--- config.mk ---
export PLATFORM = sky130hd
export DESIGN_NAME = decodeStage
export DESIGN_NICKNAME = d
export VERILOG_FILES = /design/src/hdl/decodePkg.sv /design/src/hdl/constDecode.sv /design/src/hdl/decodeMerge.sv /design/src/hdl/decodeStage.sv /design/src/hdl/regFieldDecode.sv
export SDC_FILE = /design/constraint.sdc
export NUM_CORES = 1
export LEC_CHECK = 0
export BUFFER_PORTS_ARGS = -buffer_cell sky130_fd_sc_hd__buf_4
export CORE_ASPECT_RATIO = 2
export CORE_MARGIN = 2
export CORE_UTILIZATION = 40
export CTS_BUF_LIST = sky130_fd_sc_hd__clkbuf_4
export CTS_CLUSTER_SIZE = 16
export DETAILED_ROUTE_END_ITERATION = 10
export PLACE_DENSITY = 0.54
export SYNTH_ARGS = -nofsm -noshare
export SYNTH_HDL_FRONTEND = slang
export SYNTH_HIERARCHICAL = 1
export SYNTH_SLANG_ARGS = --single-unit
--- constraint.sdc ---
create_clock -name clk -period 3.61 [get_ports clk]
set_input_delay 0.722 -clock clk [delete_from_list [all_inputs] [get_ports clk]]
set_output_delay 0.722 -clock clk [all_outputs]
set_load 0.005 [all_outputs]
--- src/hdl/decodePkg.sv ---
package decodePkg;

// ========================================
// Opcodes
// ========================================

// Only the opcodes that the register and constant decoders treat
// specially get a name; any other 7-bit value decodes as generic
typedef enum logic [6:0] {
	OpAdd    = 7'd4,
	OpAddi   = 7'd5,
	OpMov    = 7'd8,
	OpStb    = 7'd80,
	OpStbi   = 7'd81,
	OpStw    = 7'd82,
	OpStwi   = 7'd83,
	OpStt    = 7'd84,
	OpStti   = 7'd85,
	OpStore  = 7'd86,
	OpStorei = 7'd87,
	OpStptr  = 7'd88
} opcodeT;

// Privilege level of the hart, which also selects the stack pointer
typedef enum logic [1:0] {
	OmUser       = 2'd0,
	OmSupervisor = 2'd1,
	OmHypervisor = 2'd2,
	OmMachine    = 2'd3
} operatingModeT;

// Architectural register number
// 0..31 are the general registers, 64..67 the per-mode stack pointers
typedef logic [6:0] aregNoT;

// First stack pointer slot; the mode is added on top of it
localparam aregNoT StackPtrBase = 7'd64;

// A MOV whose Rd is this register reads the stack pointer (MOVEA)
localparam logic [4:0] MoveaRd = 5'd31;

// MOV sub-function that never takes the stack alias
localparam logic [2:0] MovSubNoAlias = 3'd1;

// ========================================
// Instruction word
// ========================================

// The same 32 bits read as the general layout or as the scaled
// load/store layout, depending on the opcode
typedef union packed {
	struct packed {
		logic [2:0] cbits;
		logic [2:0] sub;
		logic [3:0] func;
		logic [4:0] rs2;
		logic [4:0] rs1;
		logic [4:0] rd;
		opcodeT     opcode;
	} anyFmt;
	struct packed {
		logic [6:0] disp;
		logic [2:0] scale;
		logic [4:0] rs2;
		logic [4:0] rs1;
		logic [4:0] rsd;
		opcodeT     opcode;
	} lsscnFmt;
} instrT;

// True for every store form; a store reads its data register as Rs3
// and carries a short displacement as its constant
function automatic logic isStoreOp(input opcodeT op);
	case (op)
	OpStb, OpStbi, OpStw, OpStwi, OpStt, OpStti, OpStore, OpStorei, OpStptr:
		return 1'b1;
	default:
		return 1'b0;
	endcase
endfunction

endpackage

--- src/hdl/constDecode.sv ---
module constDecode (
	input  decodePkg::instrT instr,
	output logic             hasConst,
	output logic [63:0]      constVal
);

// ========================================
// Constant detection
// ========================================

// The top cbits bit flags a constant operand
// MOV reuses that bit for its own purpose and never carries a constant
logic constFlag;
logic isMov;

always_comb
begin
	constFlag = instr.anyFmt.cbits[2];
	isMov = (instr.anyFmt.opcode == decodePkg::OpMov);
	hasConst = constFlag && !isMov;
end

// ========================================
// Constant value
// ========================================

// Stores keep their data register in Rsd, so only the 7-bit
// displacement at the top of the scaled layout is left for a constant
logic [6:0] shortImm;

// Other forms take a 12-bit field spanning sub, func and the Rs2 slot
// (bits 28..17 of the word)
logic [11:0] longImm;

// Which of the two widths applies to this word
logic storeForm;

always_comb
begin
	shortImm = instr.lsscnFmt.disp;
	longImm = {instr.anyFmt.sub, instr.anyFmt.func, instr.anyFmt.rs2};
	storeForm = decodePkg::isStoreOp(instr.lsscnFmt.opcode);
end

// Both forms are sign extended to the full 64-bit datapath width
// A word without a constant drives zero so the bundle stays clean
always_comb
begin
	if (!hasConst)
		constVal = '0;
	else if (storeForm)
		constVal = {{57{shortImm[6]}}, shortImm};
	else
		constVal = {{52{longImm[11]}}, longImm};
end

endmodule

--- src/hdl/decodeMerge.sv ---
module decodeMerge #(
	parameter int QueueDepth = 4,
	parameter int ConsumerCredits = 4
) (
	input  logic              clk,
	input  logic              rst,
	input  logic              instrValid,
	input  logic              decCredit,
	input  decodePkg::aregNoT rs1,
	input  decodePkg::aregNoT rs2,
	input  decodePkg::aregNoT rs3Raw,
	input  logic              hasConstIn,
	input  logic [63:0]       constValIn,
	output logic              instrCredit,
	output logic              decValid,
	output decodePkg::aregNoT rs1Out,
	output decodePkg::aregNoT rs2Out,
	output decodePkg::aregNoT rs3,
	output logic              rs1z,
	output logic              rs2z,
	output logic              rs3z,
	output logic              hasConst,
	output logic [63:0]       constVal
);

// Pointer, occupancy and credit counter widths
localparam int PtrW = (QueueDepth > 1) ? $clog2(QueueDepth) : 1;
localparam int CntW = $clog2(QueueDepth + 1);
localparam int CredW = $clog2(ConsumerCredits + 1);

// ========================================
// Merge of the two decoders
// ========================================

// A constant occupies the third operand slot, so Rs3 is dropped
decodePkg::aregNoT rs3Eff;

// Zero flags packed as {rs3z, rs2z, rs1z}
logic [2:0] zeroIn;

always_comb
begin
	rs3Eff = hasConstIn ? '0 : rs3Raw;
	zeroIn = {rs3Eff == '0, rs2 == '0, rs1 == '0};
end

// ========================================
// In-order output queue
// ========================================

decodePkg::aregNoT qRs1 [QueueDepth];
decodePkg::aregNoT qRs2 [QueueDepth];
decodePkg::aregNoT qRs3 [QueueDepth];
logic [2:0] qZero [QueueDepth];
logic qHasConst [QueueDepth];
logic [63:0] qConst [QueueDepth];

logic [PtrW-1:0] wrPtr;
logic [PtrW-1:0] rdPtr;
logic [CntW-1:0] count;

// Credits still held toward rename
logic [CredW-1:0] outCredits;

logic push;
logic pop;

// Wrap at the queue depth, which need not be a power of two
function automatic logic [PtrW-1:0] nextPtr(input logic [PtrW-1:0] p);
	if (p == PtrW'(QueueDepth - 1))
		return '0;
	else
		return p + 1'b1;
endfunction

// Fetch only sends while it holds a credit, so a push always finds room
assign push = instrValid;
// One entry leaves per cycle whenever rename can take it
assign pop = (count != '0) && (outCredits != '0);

// Payload storage
always_ff @(posedge clk)
begin
	if (push)
	begin
		qRs1[wrPtr] <= rs1;
		qRs2[wrPtr] <= rs2;
		qRs3[wrPtr] <= rs3Eff;
		qZero[wrPtr] <= zeroIn;
		qHasConst[wrPtr] <= hasConstIn;
		qConst[wrPtr] <= constValIn;
	end
end

// Pointers, occupancy and the output credit counter
// A pop and a returned credit in the same cycle cancel out
always_ff @(posedge clk)
begin
	if (rst)
	begin
		wrPtr <= '0;
		rdPtr <= '0;
		count <= '0;
		outCredits <= CredW'(ConsumerCredits);
	end
	else
	begin
		if (push)
			wrPtr <= nextPtr(wrPtr);
		if (pop)
			rdPtr <= nextPtr(rdPtr);
		count <= count + CntW'(push) - CntW'(pop);
		outCredits <= outCredits - CredW'(pop) + CredW'(decCredit);
	end
end

// ========================================
// Bundle toward rename
// ========================================

// The head entry is presented in the cycle it leaves the queue, and the
// freed slot goes back to fetch as a credit in that same cycle
always_comb
begin
	decValid = pop;
	instrCredit = pop;
	rs1Out = qRs1[rdPtr];
	rs2Out = qRs2[rdPtr];
	rs3 = qRs3[rdPtr];
	{rs3z, rs2z, rs1z} = qZero[rdPtr];
	hasConst = qHasConst[rdPtr];
	constVal = qConst[rdPtr];
end

endmodule

--- src/hdl/decodeStage.sv ---
module decodeStage #(
	parameter int QueueDepth = 4,
	parameter int ConsumerCredits = 4
) (
	input  logic                     clk,
	input  logic                     rst,
	input  logic                     instrValid,
	input  decodePkg::instrT         instr,
	input  decodePkg::operatingModeT om,
	output logic                     instrCredit,
	input  logic                     decCredit,
	output logic                     decValid,
	output decodePkg::aregNoT        rs1,
	output decodePkg::aregNoT        rs2,
	output decodePkg::aregNoT        rs3,
	output logic                     rs1z,
	output logic                     rs2z,
	output logic                     rs3z,
	output logic                     hasConst,
	output logic [63:0]              constVal
);

// Raw results of the two decoders, both taken from the same word
decodePkg::aregNoT decRs1;
decodePkg::aregNoT decRs2;
decodePkg::aregNoT decRs3Raw;
logic decHasConst;
logic [63:0] decConstVal;

// Register fields, with the MOVEA stack alias folded into Rs3
regFieldDecode regDec (
	.instr(instr),
	.om(om),
	.rs1(decRs1),
	.rs2(decRs2),
	.rs3Raw(decRs3Raw)
);

// Constant flag and sign-extended value
constDecode constDec (
	.instr(instr),
	.hasConst(decHasConst),
	.constVal(decConstVal)
);

// Combines the results and queues the bundle under credit flow control
decodeMerge #(
	.QueueDepth(QueueDepth),
	.ConsumerCredits(ConsumerCredits)
) merge (
	.clk(clk),
	.rst(rst),
	.instrValid(instrValid),
	.decCredit(decCredit),
	.rs1(decRs1),
	.rs2(decRs2),
	.rs3Raw(decRs3Raw),
	.hasConstIn(decHasConst),
	.constValIn(decConstVal),
	.instrCredit(instrCredit),
	.decValid(decValid),
	.rs1Out(rs1),
	.rs2Out(rs2),
	.rs3(rs3),
	.rs1z(rs1z),
	.rs2z(rs2z),
	.rs3z(rs3z),
	.hasConst(hasConst),
	.constVal(constVal)
);

endmodule

--- src/hdl/regFieldDecode.sv ---
module regFieldDecode (
	input  decodePkg::instrT         instr,
	input  decodePkg::operatingModeT om,
	output decodePkg::aregNoT        rs1,
	output decodePkg::aregNoT        rs2,
	output decodePkg::aregNoT        rs3Raw
);

// ========================================
// First and second sources
// ========================================

// Rs1 and Rs2 sit in the same place in both layouts, so the general
// layout is read for them; the upper bits stay clear because these
// fields can only name a general register
always_comb
begin
	rs1 = {2'b00, instr.anyFmt.rs1};
	rs2 = {2'b00, instr.anyFmt.rs2};
end

// ========================================
// Third source
// ========================================

// Set when the word is a MOV that reads a stack pointer through Rd=31
logic isMovea;

// Stack pointer register of the current mode
decodePkg::aregNoT modeSp;

// Store data register from the scaled layout, before any alias
decodePkg::aregNoT storeRs3;

// The store data register lives in the Rsd field of the scaled
// load/store layout
// Non-store words have no third register operand here
function automatic decodePkg::aregNoT fnStoreRs3(input decodePkg::instrT ir);
	if (decodePkg::isStoreOp(ir.lsscnFmt.opcode))
		return {2'b00, ir.lsscnFmt.rsd};
	else
		return '0;
endfunction

always_comb
begin
	// MOVEA is MOV with Rd=31 and any sub-function other than the plain one
	isMovea = (instr.anyFmt.opcode == decodePkg::OpMov)
		&& (instr.anyFmt.sub != decodePkg::MovSubNoAlias)
		&& (instr.anyFmt.rd == decodePkg::MoveaRd);
end

// Each mode has its own stack pointer, stacked above the base slot
always_comb
begin
	modeSp = decodePkg::StackPtrBase + {5'b00000, om};
end

always_comb
begin
	storeRs3 = fnStoreRs3(instr);
end

// MOV is not a store, so the alias never collides with a store source
always_comb
begin
	if (isMovea)
		rs3Raw = modeSp;
	else
		rs3Raw = storeRs3;
end

endmodule

==> results of run 1 <==
## Yosys cell counts, types with 4 or more instances
cell,count,share of area [%]
a21oi_1,10,0.35
and2_1,7,0.30
buf_2,10,0.35
buf_4,69,3.6
clkbuf_1,9,0.23
dfxtp_1,12,1.7
edfxtp_1,356,74
ha_1,7,0.61
inv_1,5,0.13
mux4_2,89,14
nand2_1,5,0.13
nor2_1,8,0.21
nor2b_1,10,0.43
o21a_1,6,0.31
o21ai_0,9,0.31
or3b_1,4,0.24
## sequential cells by signal (all words and copies together), names as in the netlist, named ones only
| register | cells |
|---|---|
| merge/count | 3 |
| merge/outCredits | 3 |
| merge/qConst | 256 |
| merge/qHasConst | 4 |
| merge/qRs1 | 28 |
| merge/qRs2 | 28 |
| merge/qRs3 | 28 |
| merge/qZero | 12 |
| merge/rdPtr | 2 |
| merge/wrPtr | 2 |
## cells by family (layout without fill, tap and decap cells)
kind of cell | count (synthesis) | in the layout
compound gates | 32 | 32
fa+ha+maj | 9 | 9
xor+xnor | 4 | 4
simple gates | 55 | 55
flops | 368 | 368
buf+inv | 98 | 294
mux | 91 | 91
other cells | 1 | 6
## layout make-up
cell class / count / share of cell area (%)
inverter: 6 / 0.151
multi-input combinational: 196 / 17.0
tap: 450 / 3.40
clock inverter: 26 / 0.915
antenna: 1 / 0.0151
clock buffer: 115 / 5.22
sequential: 368 / 66.1
timing repair buffer: 147 / 7.20
## stage by stage
stage / cells / power [mW] / hold WS, ns
5_1_grt: 1309 / 11.5 / 0.149
4_1_cts: 1308 / 11.2 / 0.124
3_5_place_dp: 1167 / 8.01 / 0.520
3_3_place_gp: 1167 / 7.95 / 0.513
2_1_floorplan: 662 / 6.75 / 0.493
6_report: 1309 / 10.9 / 0.216
## report_power, final
part	leakage, nW	switching, mW	internal, mW	total (mW)
Sequential	3.39	0.185	4.94	5.13
Clock	0.603	1.51	1.61	3.12
Combinational	1.55	1.18	1.50	2.68
## worst max-delay path by stage
stage	start	to	slack, ns	cells past startpoint
final	flop	constVal[55]	0.38	3
after global routing	flop	constVal[55]	0.17	3
after CTS	flop	constVal[55]	0.19	3
after detailed placement	instr[5]	merge/qConst[0][39]	0.69	5
after global placement	instr[4]	merge/qConst[2][26]	0.78	7
after floorplan	instrValid	merge/qConst[0][0]	0.37	1
## layer usage
layer | vias up | global-route usage [%] | wire [um]
met1 | 3480 | 14.9 | 9610
li1 | 2963 | - | -
met3 | 47 | 3.90 | 1330
met5 | - | 0 | 0
met4 | 0 | 7.47 | 740
met2 | 174 | 28.8 | 16100
==> flow_summary.json, run 1 <==
{
  "root_buffer": "clkbuf_4",
  "hold_violations": 0,
  "reg2reg_to": "merge/count[2]",
  "layout_common_cells": "edfxtp_1, buf_4, clkbuf_4",
  "rsz0062_at_grt": "false",
  "antenna_found_initial": 1,
  "path_max_fanout": 39,
  "syn_area_per_cell_um2": 21.9,
  "cellPowerDensity_nw_per_um2": 661,
  "areaGrowthSynthToFinish_pct": 15.0,
  "status": "finished clean",
  "grt_max_degree": 77,
  "worstHoldStart": "instr[13]",
  "ys_ff_latch": 368,
  "hold_end": "merge/qRs1[2][1]",
  "cts_num_sinks": 368,
  "cp_slowest_cell": "mux4_2",
  "hold_depth": 1,
  "cts_max_level": 3,
  "fillers": 3058,
  "cts_tree": "done",
  "synthMuxAreaShare_pct": 14.1,
  "drc": 0,
  "core_area_um2": 35600,
  "clkTransAtPathRegs_ns": 0.07,
  "rows": 98,
  "synth-adder-area-share_pct": 0.887,
  "grt.overflow.total": 0,
  "dp_slack_ns": 0.695,
  "reg2reg_from": "merge/outCredits[1]",
  "place_area_um2": 15500,
  "regArea_um2": 10900,
  "start_util_pct": 40.5,
  "io_pins": 129,
  "synth-async-reset-ratio_pct": 0,
  "cellLeakagePower_nw": 5.55,
  "clock_latency_ns": 0.73,
  "crit_family": "multiplexers",
  "synth.cell_area_um2": 14400,
  "seq_area_frac_synth_pct": 76.0,
  "hp-class": "in2reg",
  "synthCells": 658,
  "synth_top_family_by_area": "multiplexers",
  "fin_util_pct": 46.5,
  "drive_gt1_share_pct": 43.2,
  "worst_slew_pin_slew_ns": 0.751,
  "portBuffers": 128,
  "slew_violations": 0,
  "cp_cell_sequence": "buf_12 -> mux4_2 -> buf_4",
  "synth-edff-count": 356,
  "cts_setup_buffers": 0,
  "drt_pass1_iterations": 4,
  "grt_pass1_wl_um": 42700,
  "cts_buffers": 81,
  "ir_worst_vdd_uv": 402,
  "multi_input_area_um2": 2810,
  "grt.total_usage_pct": 15.1,
  "viasPerCell": 5.09,
  "period_needed_ns": 3.23,
  "ff2ff_path_depth": 8,
  "final_area_um2": 16500,
  "fp.dieW_um": 138,
  "gp_congestion": 0.753,
  "ys_types": 43,
  "cts_resized": 0,
  "dr_total_vias": 6664,
  "final_common_cell": "edfxtp_1",
  "antenna_left": 0,
  "routed_wl_um": 27800,
  "max_stage_delay_ns": 0.62,
  "max-slew-margin-rel_pct": 49.9,
  "path_buf_inv": 2,
  "start_kind": "flop",
  "path_class": "reg2out",
  "end_kind": "primary output",
  "r2r_slack_ns": 1.42,
  "synth-simple-area-share_pct": 2.43,
  "setup_viol": 0,
  "clock-skew-final_ns": 0.0334,
  "synthXorXnorAreaFrac_pct": 0.243,
  "timing.fmax_mhz": 310,
  "crit_arrival_ns": 2.51,
  "fin_nets": 847,
  "wl_per_cell_um": 21.2,
  "drtIter0Drc": 288,
  "maxCapViolCount": 0,
  "synth-compound-area-share_pct": 1.68,
  "tns_ns": 0,
  "yosys_warnings": 6,
  "clockBufferDepth": 3,
  "cp_data_required_time_ns": 2.89,
  "cts_hold_buffers": 0,
  "dp_hpwl_um": 16500,
  "finalCritPeriodShare_pct": 89.5,
  "die_h_um": 272,
  "grt_pass1_vias": 7595,
  "synthFlopType": "edfxtp_1",
  "dieArea_um2": 37600,
  "fin_ws_ns": 0.379
}
No activity file was read; power rests on OpenSTA's default activity.
==> run 2: changes to the inputs <==
--- a/config.mk
+++ b/config.mk
@@ -5,14 +5,14 @@
 export SDC_FILE = /design/constraint.sdc
 export NUM_CORES = 1
 export LEC_CHECK = 0
-export BUFFER_PORTS_ARGS = -buffer_cell sky130_fd_sc_hd__buf_4
 export CORE_ASPECT_RATIO = 2
 export CORE_MARGIN = 2
 export CORE_UTILIZATION = 40
 export CTS_BUF_LIST = sky130_fd_sc_hd__clkbuf_4
 export CTS_CLUSTER_SIZE = 16
 export DETAILED_ROUTE_END_ITERATION = 10
-export PLACE_DENSITY = 0.54
+export DONT_BUFFER_PORTS = 1
+export PLACE_DENSITY = 0.51
 export SYNTH_ARGS = -nofsm -noshare
 export SYNTH_HDL_FRONTEND = slang
 export SYNTH_HIERARCHICAL = 1
==> run 2 against run 1 <==
- sequential cell count did not move
- sequential power fell by 1%
- maximum frequency rose by 9.4%
- via count fell by 6.8%
- largest cell class unchanged
- total power fell by 5.7%
- count of clock-buffer cells in the layout fell by 1
- first-iteration DRC count fell by 12%
- worst hold slack got worse by 0.13 ns
==> flow_summary.json, run 2 (synthesis gave the netlist of run 1 again) <==
{
  "status": "finished clean",
  "cts_hold_buffers": 7,
  "rows": 98,
  "cts_setup_buffers": 0,
  "tns_ns": 0,
  "fin_nets": 726,
  "reg2reg_from": "merge/outCredits[1]",
  "drive_gt1_share_pct": 33.5,
  "cts_num_sinks": 368,
  "gp_congestion": 0.708,
  "top_register": "merge/qConst",
  "max_stage_delay_ns": 0.57,
  "grt.overflow.total": 0,
  "critPathCapture": "constVal[32]",
  "cts_buffers": 82,
  "core_area_um2": 35600,
  "holdWs_ns": 0.0879,
  "cts_tree": "done",
  "largest_reg_flops": 256,
  "die_h_um": 272,
  "path_max_fanout": 30,
  "crit_family": "flip-flops",
  "hp-class": "in2reg",
  "worst_slew_pin_slew_ns": 0.850,
  "fp.dieW_um": 138,
  "clkTransAtPathRegs_ns": 0.07,
  "layout_common_cells": "edfxtp_1, clkbuf_4, mux4_2",
  "hold_violations": 0,
  "maxCapViolCount": 0,
  "routed_wl_um": 27800,
  "drc": 0,
  "period_needed_ns": 2.95,
  "drtIter0Drc": 254,
  "clockBufferDepth": 3,
  "final_common_cell": "edfxtp_1",
  "rsz0062_at_grt": "false",
  "reg2reg_to": "merge/count[2]",
  "areaGrowthSynthToFinish_pct": 9.17,
  "clock_latency_ns": 0.75,
  "max-slew-margin-rel_pct": 43.3,
  "cellLeakagePower_nw": 4.98,
  "grt.total_usage_pct": 15.1,
  "dr_total_vias": 6209,
  "ir_worst_vdd_uv": 430,
  "end_kind": "primary output",
  "clock-skew-final_ns": 0.0296,
  "antenna_found_initial": 3,
  "root_buffer": "clkbuf_4",
  "crit_arrival_ns": 2.23,
  "grt_max_degree": 80,
  "start_kind": "flop",
  "critical_path_depth": 2,
  "viasPerCell": 5.20,
  "slew_violations": 0,
  "cp_data_required_time_ns": 2.89,
  "cp_cell_sequence": "buf_4 -> mux4_2",
  "grt_pass1_wl_um": 41800,
  "dp_hpwl_um": 16000,
  "portBuffers": 0,
  "fillers": 3081,
  "antenna_left": 0,
  "cts_resized": 0,
  "timing.fmax_mhz": 339,
  "cp_slowest_cell": "dfxtp_4",
  "dieArea_um2": 37600,
  "cts_max_level": 3,
  "path_buf_inv": 1,
  "r2r_slack_ns": 1.46,
  "start_util_pct": 40.5,
  "ff2ff_path_depth": 8,
  "drt_pass1_iterations": 5,
  "path_class": "reg2out",
  "cellPowerDensity_nw_per_um2": 657,
  "io_pins": 129,
  "grt_pass1_vias": 6871,
  "setup_viol": 0,
  "finalCritPeriodShare_pct": 81.8,
  "wl_per_cell_um": 23.3
}
-- run 2: cell types whose count changed in the layout (fill, tap and decap cells not counted), sizes merged, moves of 2 or more --
cell,change
dlygate4sd3,+7
diode,+3
clkinv,+3
clkinvlp,+2
buf,-129
-- run 2: worst reg2reg max path, cell delays in order, from the launching register on --
cell and delay, ns:
dfxtp_1 0.36, nor3_1 0.41, or3_1 0.21, nand2_1 0.06, ha_1 0.19, fa_1 0.41, xnor2_1 0.21, xnor2_1 0.14
nor2_1 0.05
-- run 2: routing by layer --
metal	wire [um]	track usage, %	vias to the layer above
met5	0	0	-
met4	810	6.71	0
met3	1530	4.47	55
met2	16100	28.9	173
met1	9310	14.8	3259
li1	-	-	2722
-- run 2: layout make-up --
type                       count  area (um^2)  area share [%]
antenna                        4         10.0          0.0637
clock buffer                 114          856            5.45
clock inverter                31          210            1.34
inverter                       6         25.0           0.159
multi-input combinational    196         2810            17.9
sequential                   368        10900            69.6
tap                          450          563            3.58
timing repair buffer          25          293            1.86
-- run 2: power by group --
| group | leakage, nW | internal [mW] | switching (mW) |
|---|---|---|---|
| clock | 0.625 | 1.69 | 1.54 |
| combinational | 0.958 | 0.936 | 1.07 |
| sequential | 3.39 | 4.94 | 0.130 |
| total | 4.98 | 7.57 | 2.75 |
-- run 2: metrics by stage --
step	setup slack (ns)	instances	cell area (um^2)	power (mW)	util, %
6_report	0.657	1194	15700	10.3	44.2
5_1_grt	0.502	1194	15700	10.9	44.2
4_1_cts	0.495	1190	15700	10.6	44.1
3_5_place_dp	0.609	1038	14600	7.29	41.0
3_3_place_gp	0.683	1038	14600	7.22	41.0
2_1_floorplan	0.367	662	14400	6.75	-
-- run 2: how the worst min path moves through the flow --
| stage | start | endpoint | slack, ns | cells past startpoint |
|---|---|---|---|---|
| after floorplan | merge/rdPtr[1] | flop | 0.49 | 2 |
| after CTS | instr[19] | merge/qRs2[0][2] | 0.0008 | 0 |
| final | instr[13] | merge/qRs1[3][1] | 0.09 | 0 |
| after detailed placement | merge/rdPtr[1] | flop | 0.51 | 2 |
| after global placement | merge/rdPtr[1] | merge/rdPtr[1] | 0.50 | 2 |
| after global routing | instr[21] | merge/qRs2[3][4] | 0.003 | 0 |
==> run 3: changes to the inputs <==
--- a/config.mk
+++ b/config.mk
@@ -12,7 +12,7 @@
 export CTS_CLUSTER_SIZE = 16
 export DETAILED_ROUTE_END_ITERATION = 10
 export DONT_BUFFER_PORTS = 1
-export PLACE_DENSITY = 0.51
+export PLACE_DENSITY = 0.53
 export SYNTH_ARGS = -nofsm -noshare
 export SYNTH_HDL_FRONTEND = slang
 export SYNTH_HIERARCHICAL = 1
==> constraint.sdc (replaced) <==
create_clock -name clk -period 2.4 [get_ports clk]
set_input_delay 0.48 -clock clk [delete_from_list [all_inputs] [get_ports clk]]
set_output_delay 0.48 -clock clk [all_outputs]
set_load 0.005 [all_outputs]
==> run 3 against run 2 <==
- the flow now finishes with violations (setup timing)
- design area up 3.4%
- sequential power up 50%
- sequential share of layout area down 2.3 points
- critical path depth up 1
- worst hold slack better by 0.033 ns
- combinational power up 85%
- global-route usage down 0.36 points
- first-iteration DRC count up 40%
- wire length down 1.6%
- largest power group unchanged
==> flow_summary.json, run 3 (synthesis gave the netlist of run 1 again) <==
{
  "status": "complete, but fails checks",
  "violations": "setup timing",
  "holdWs_ns": 0.121,
  "p_sw_share_pct": 26.3,
  "grt_pass1_wl_um": 41400,
  "cts_buffers": 82,
  "cellPowerDensity_nw_per_um2": 981,
  "fin_total_pwr_mw": 15.9,
  "maxCapViolCount": 0,
  "hp-class": "in2reg",
  "routed_wl_um": 27300,
  "cts_tree": "done",
  "final_area_um2": 16200,
  "hold_violations": 0,
  "start_util_pct": 40.5,
  "largest_reg_flops": 256,
  "seq_power_share_pct": 47.7,
  "fin_ws_ns": -0.0996,
  "top_register": "merge/qConst",
  "wl_met3_um": 1420,
  "timing.fmax_mhz": 400,
  "power_switching_mw": 4.19,
  "start_kind": "flop",
  "place_area_um2": 14700,
  "dp_hpwl_um": 15700,
  "routed-wl-met2_um": 15700,
  "path_class": "reg2out",
  "top_layer_used": "met4",
  "fillers": 3103,
  "dp_slack_ns": 0.164,
  "setup_viol": 69,
  "cp_data_required_time_ns": 1.92,
  "antenna_found_initial": 2,
  "clkTransAtPathRegs_ns": 0.07,
  "core_area_um2": 35600,
  "grt.total_usage_pct": 14.7,
  "layout.cells.non_filler": 1224,
  "cellLeakagePower_nw": 5.23,
  "antenna_left": 0,
  "place_inst": 1044,
  "cts_num_sinks": 368,
  "gp_congestion": 0.712,
  "rows": 98,
  "crit_arrival_ns": 2.02,
  "portBuffers": 0,
  "dr_total_vias": 6275,
  "grt_max_degree": 90,
  "p_clk_share_pct": 29.0,
  "finalCritPeriodShare_pct": 104,
  "clock-skew-final_ns": 0.0176,
  "fin_util_pct": 45.7,
  "drtIter0Drc": 355,
  "max-slew-margin-rel_pct": 57.1,
  "drc": 0,
  "end_kind": "primary output",
  "met1Wirelength_um": 9570,
  "internal_power_mw": 11.7,
  "period_needed_ns": 2.50,
  "final_common_cell": "edfxtp_1",
  "root_buffer": "clkbuf_4",
  "areaGrowthSynthToFinish_pct": 12.9,
  "worst_slew_pin_slew_ns": 0.644,
  "path_max_fanout": 8,
  "die_h_um": 272,
  "grt.overflow.total": 0,
  "rsz0062_at_grt": "true",
  "grt_pass1_vias": 6916,
  "wl_per_cell_um": 22.3,
  "fp.dieW_um": 138,
  "tns_ns": -4.22,
  "clockBufferDepth": 3,
  "io_pins": 129,
  "drive_gt1_share_pct": 35.9,
  "p_comb_share_pct": 23.3,
  "dieArea_um2": 37600,
  "clock_latency_ns": 0.71,
  "r2r_slack_ns": 0.26,
  "ir_worst_vdd_uv": 665,
  "cts_max_level": 3,
  "layout_common_cells": "edfxtp_1, clkbuf_4, mux4_2",
  "fin_nets": 761,
  "viasPerCell": 5.13,
  "slew_violations": 0,
  "drt_pass1_iterations": 4
}
run 3: layer usage:
metal  up-vias  global-route usage [%]
met3        38                    4.11
li1       2796                       -
met4         0                    6.77
met5         -                       0
met1      3275                    15.2
met2       166                    27.4
run 3: path summary, 6_finish.rpt:
kind	cells after the start	start	endpoint
max reg2reg	8	merge/outCredits[1]	merge/count[2]
min	2	instr[19]	merge/qConst[2][2]
max	3	flop	constVal[17]
min reg2reg	2	merge/rdPtr[1]	merge/rdPtr[1]
run 3: layout make-up:
type / count / area (um^2) / area share (%)
Sequential cell: 368 / 10900 / 67.3
Multi-Input combinational cell: 196 / 2810 / 17.3
Clock buffer: 127 / 953 / 5.87
Timing Repair Buffer: 60 / 887 / 5.46
Tap cell: 450 / 563 / 3.47
Clock inverter: 15 / 58.8 / 0.362
Inverter: 6 / 25.0 / 0.154
Antenna cell: 2 / 5.00 / 0.0308
run 3: critical path, cell delays in order (launching register included):
cell and delay, ns:
dfxtp_4 0.40, buf_12 0.17, clkbuf_16 0.18, mux4_2 0.54
run 3: timing repair:
action,in CTS,in global routing
endpoints found under the hold margin,80,0
hold buffers,18,0
cloned,3,3
buffers inserted,9,5
gates resized for setup,9,10
endpoints found under the setup margin,89,89
run 3: power groups by stage:
| stage | clock (mW) | combinational, mW | sequential (mW) |
|---|---|---|---|
| 4_1_cts | 4.84 | 3.68 | 7.61 |
| 3_3_place_gp | 0 | 3.14 | 7.81 |
| 3_5_place_dp | 0 | 3.19 | 7.84 |
| 5_1_grt | 5.13 | 4.03 | 7.63 |
| 6_report | 4.63 | 3.71 | 7.60 |
| 2_1_floorplan | 0 | 2.49 | 7.65 |
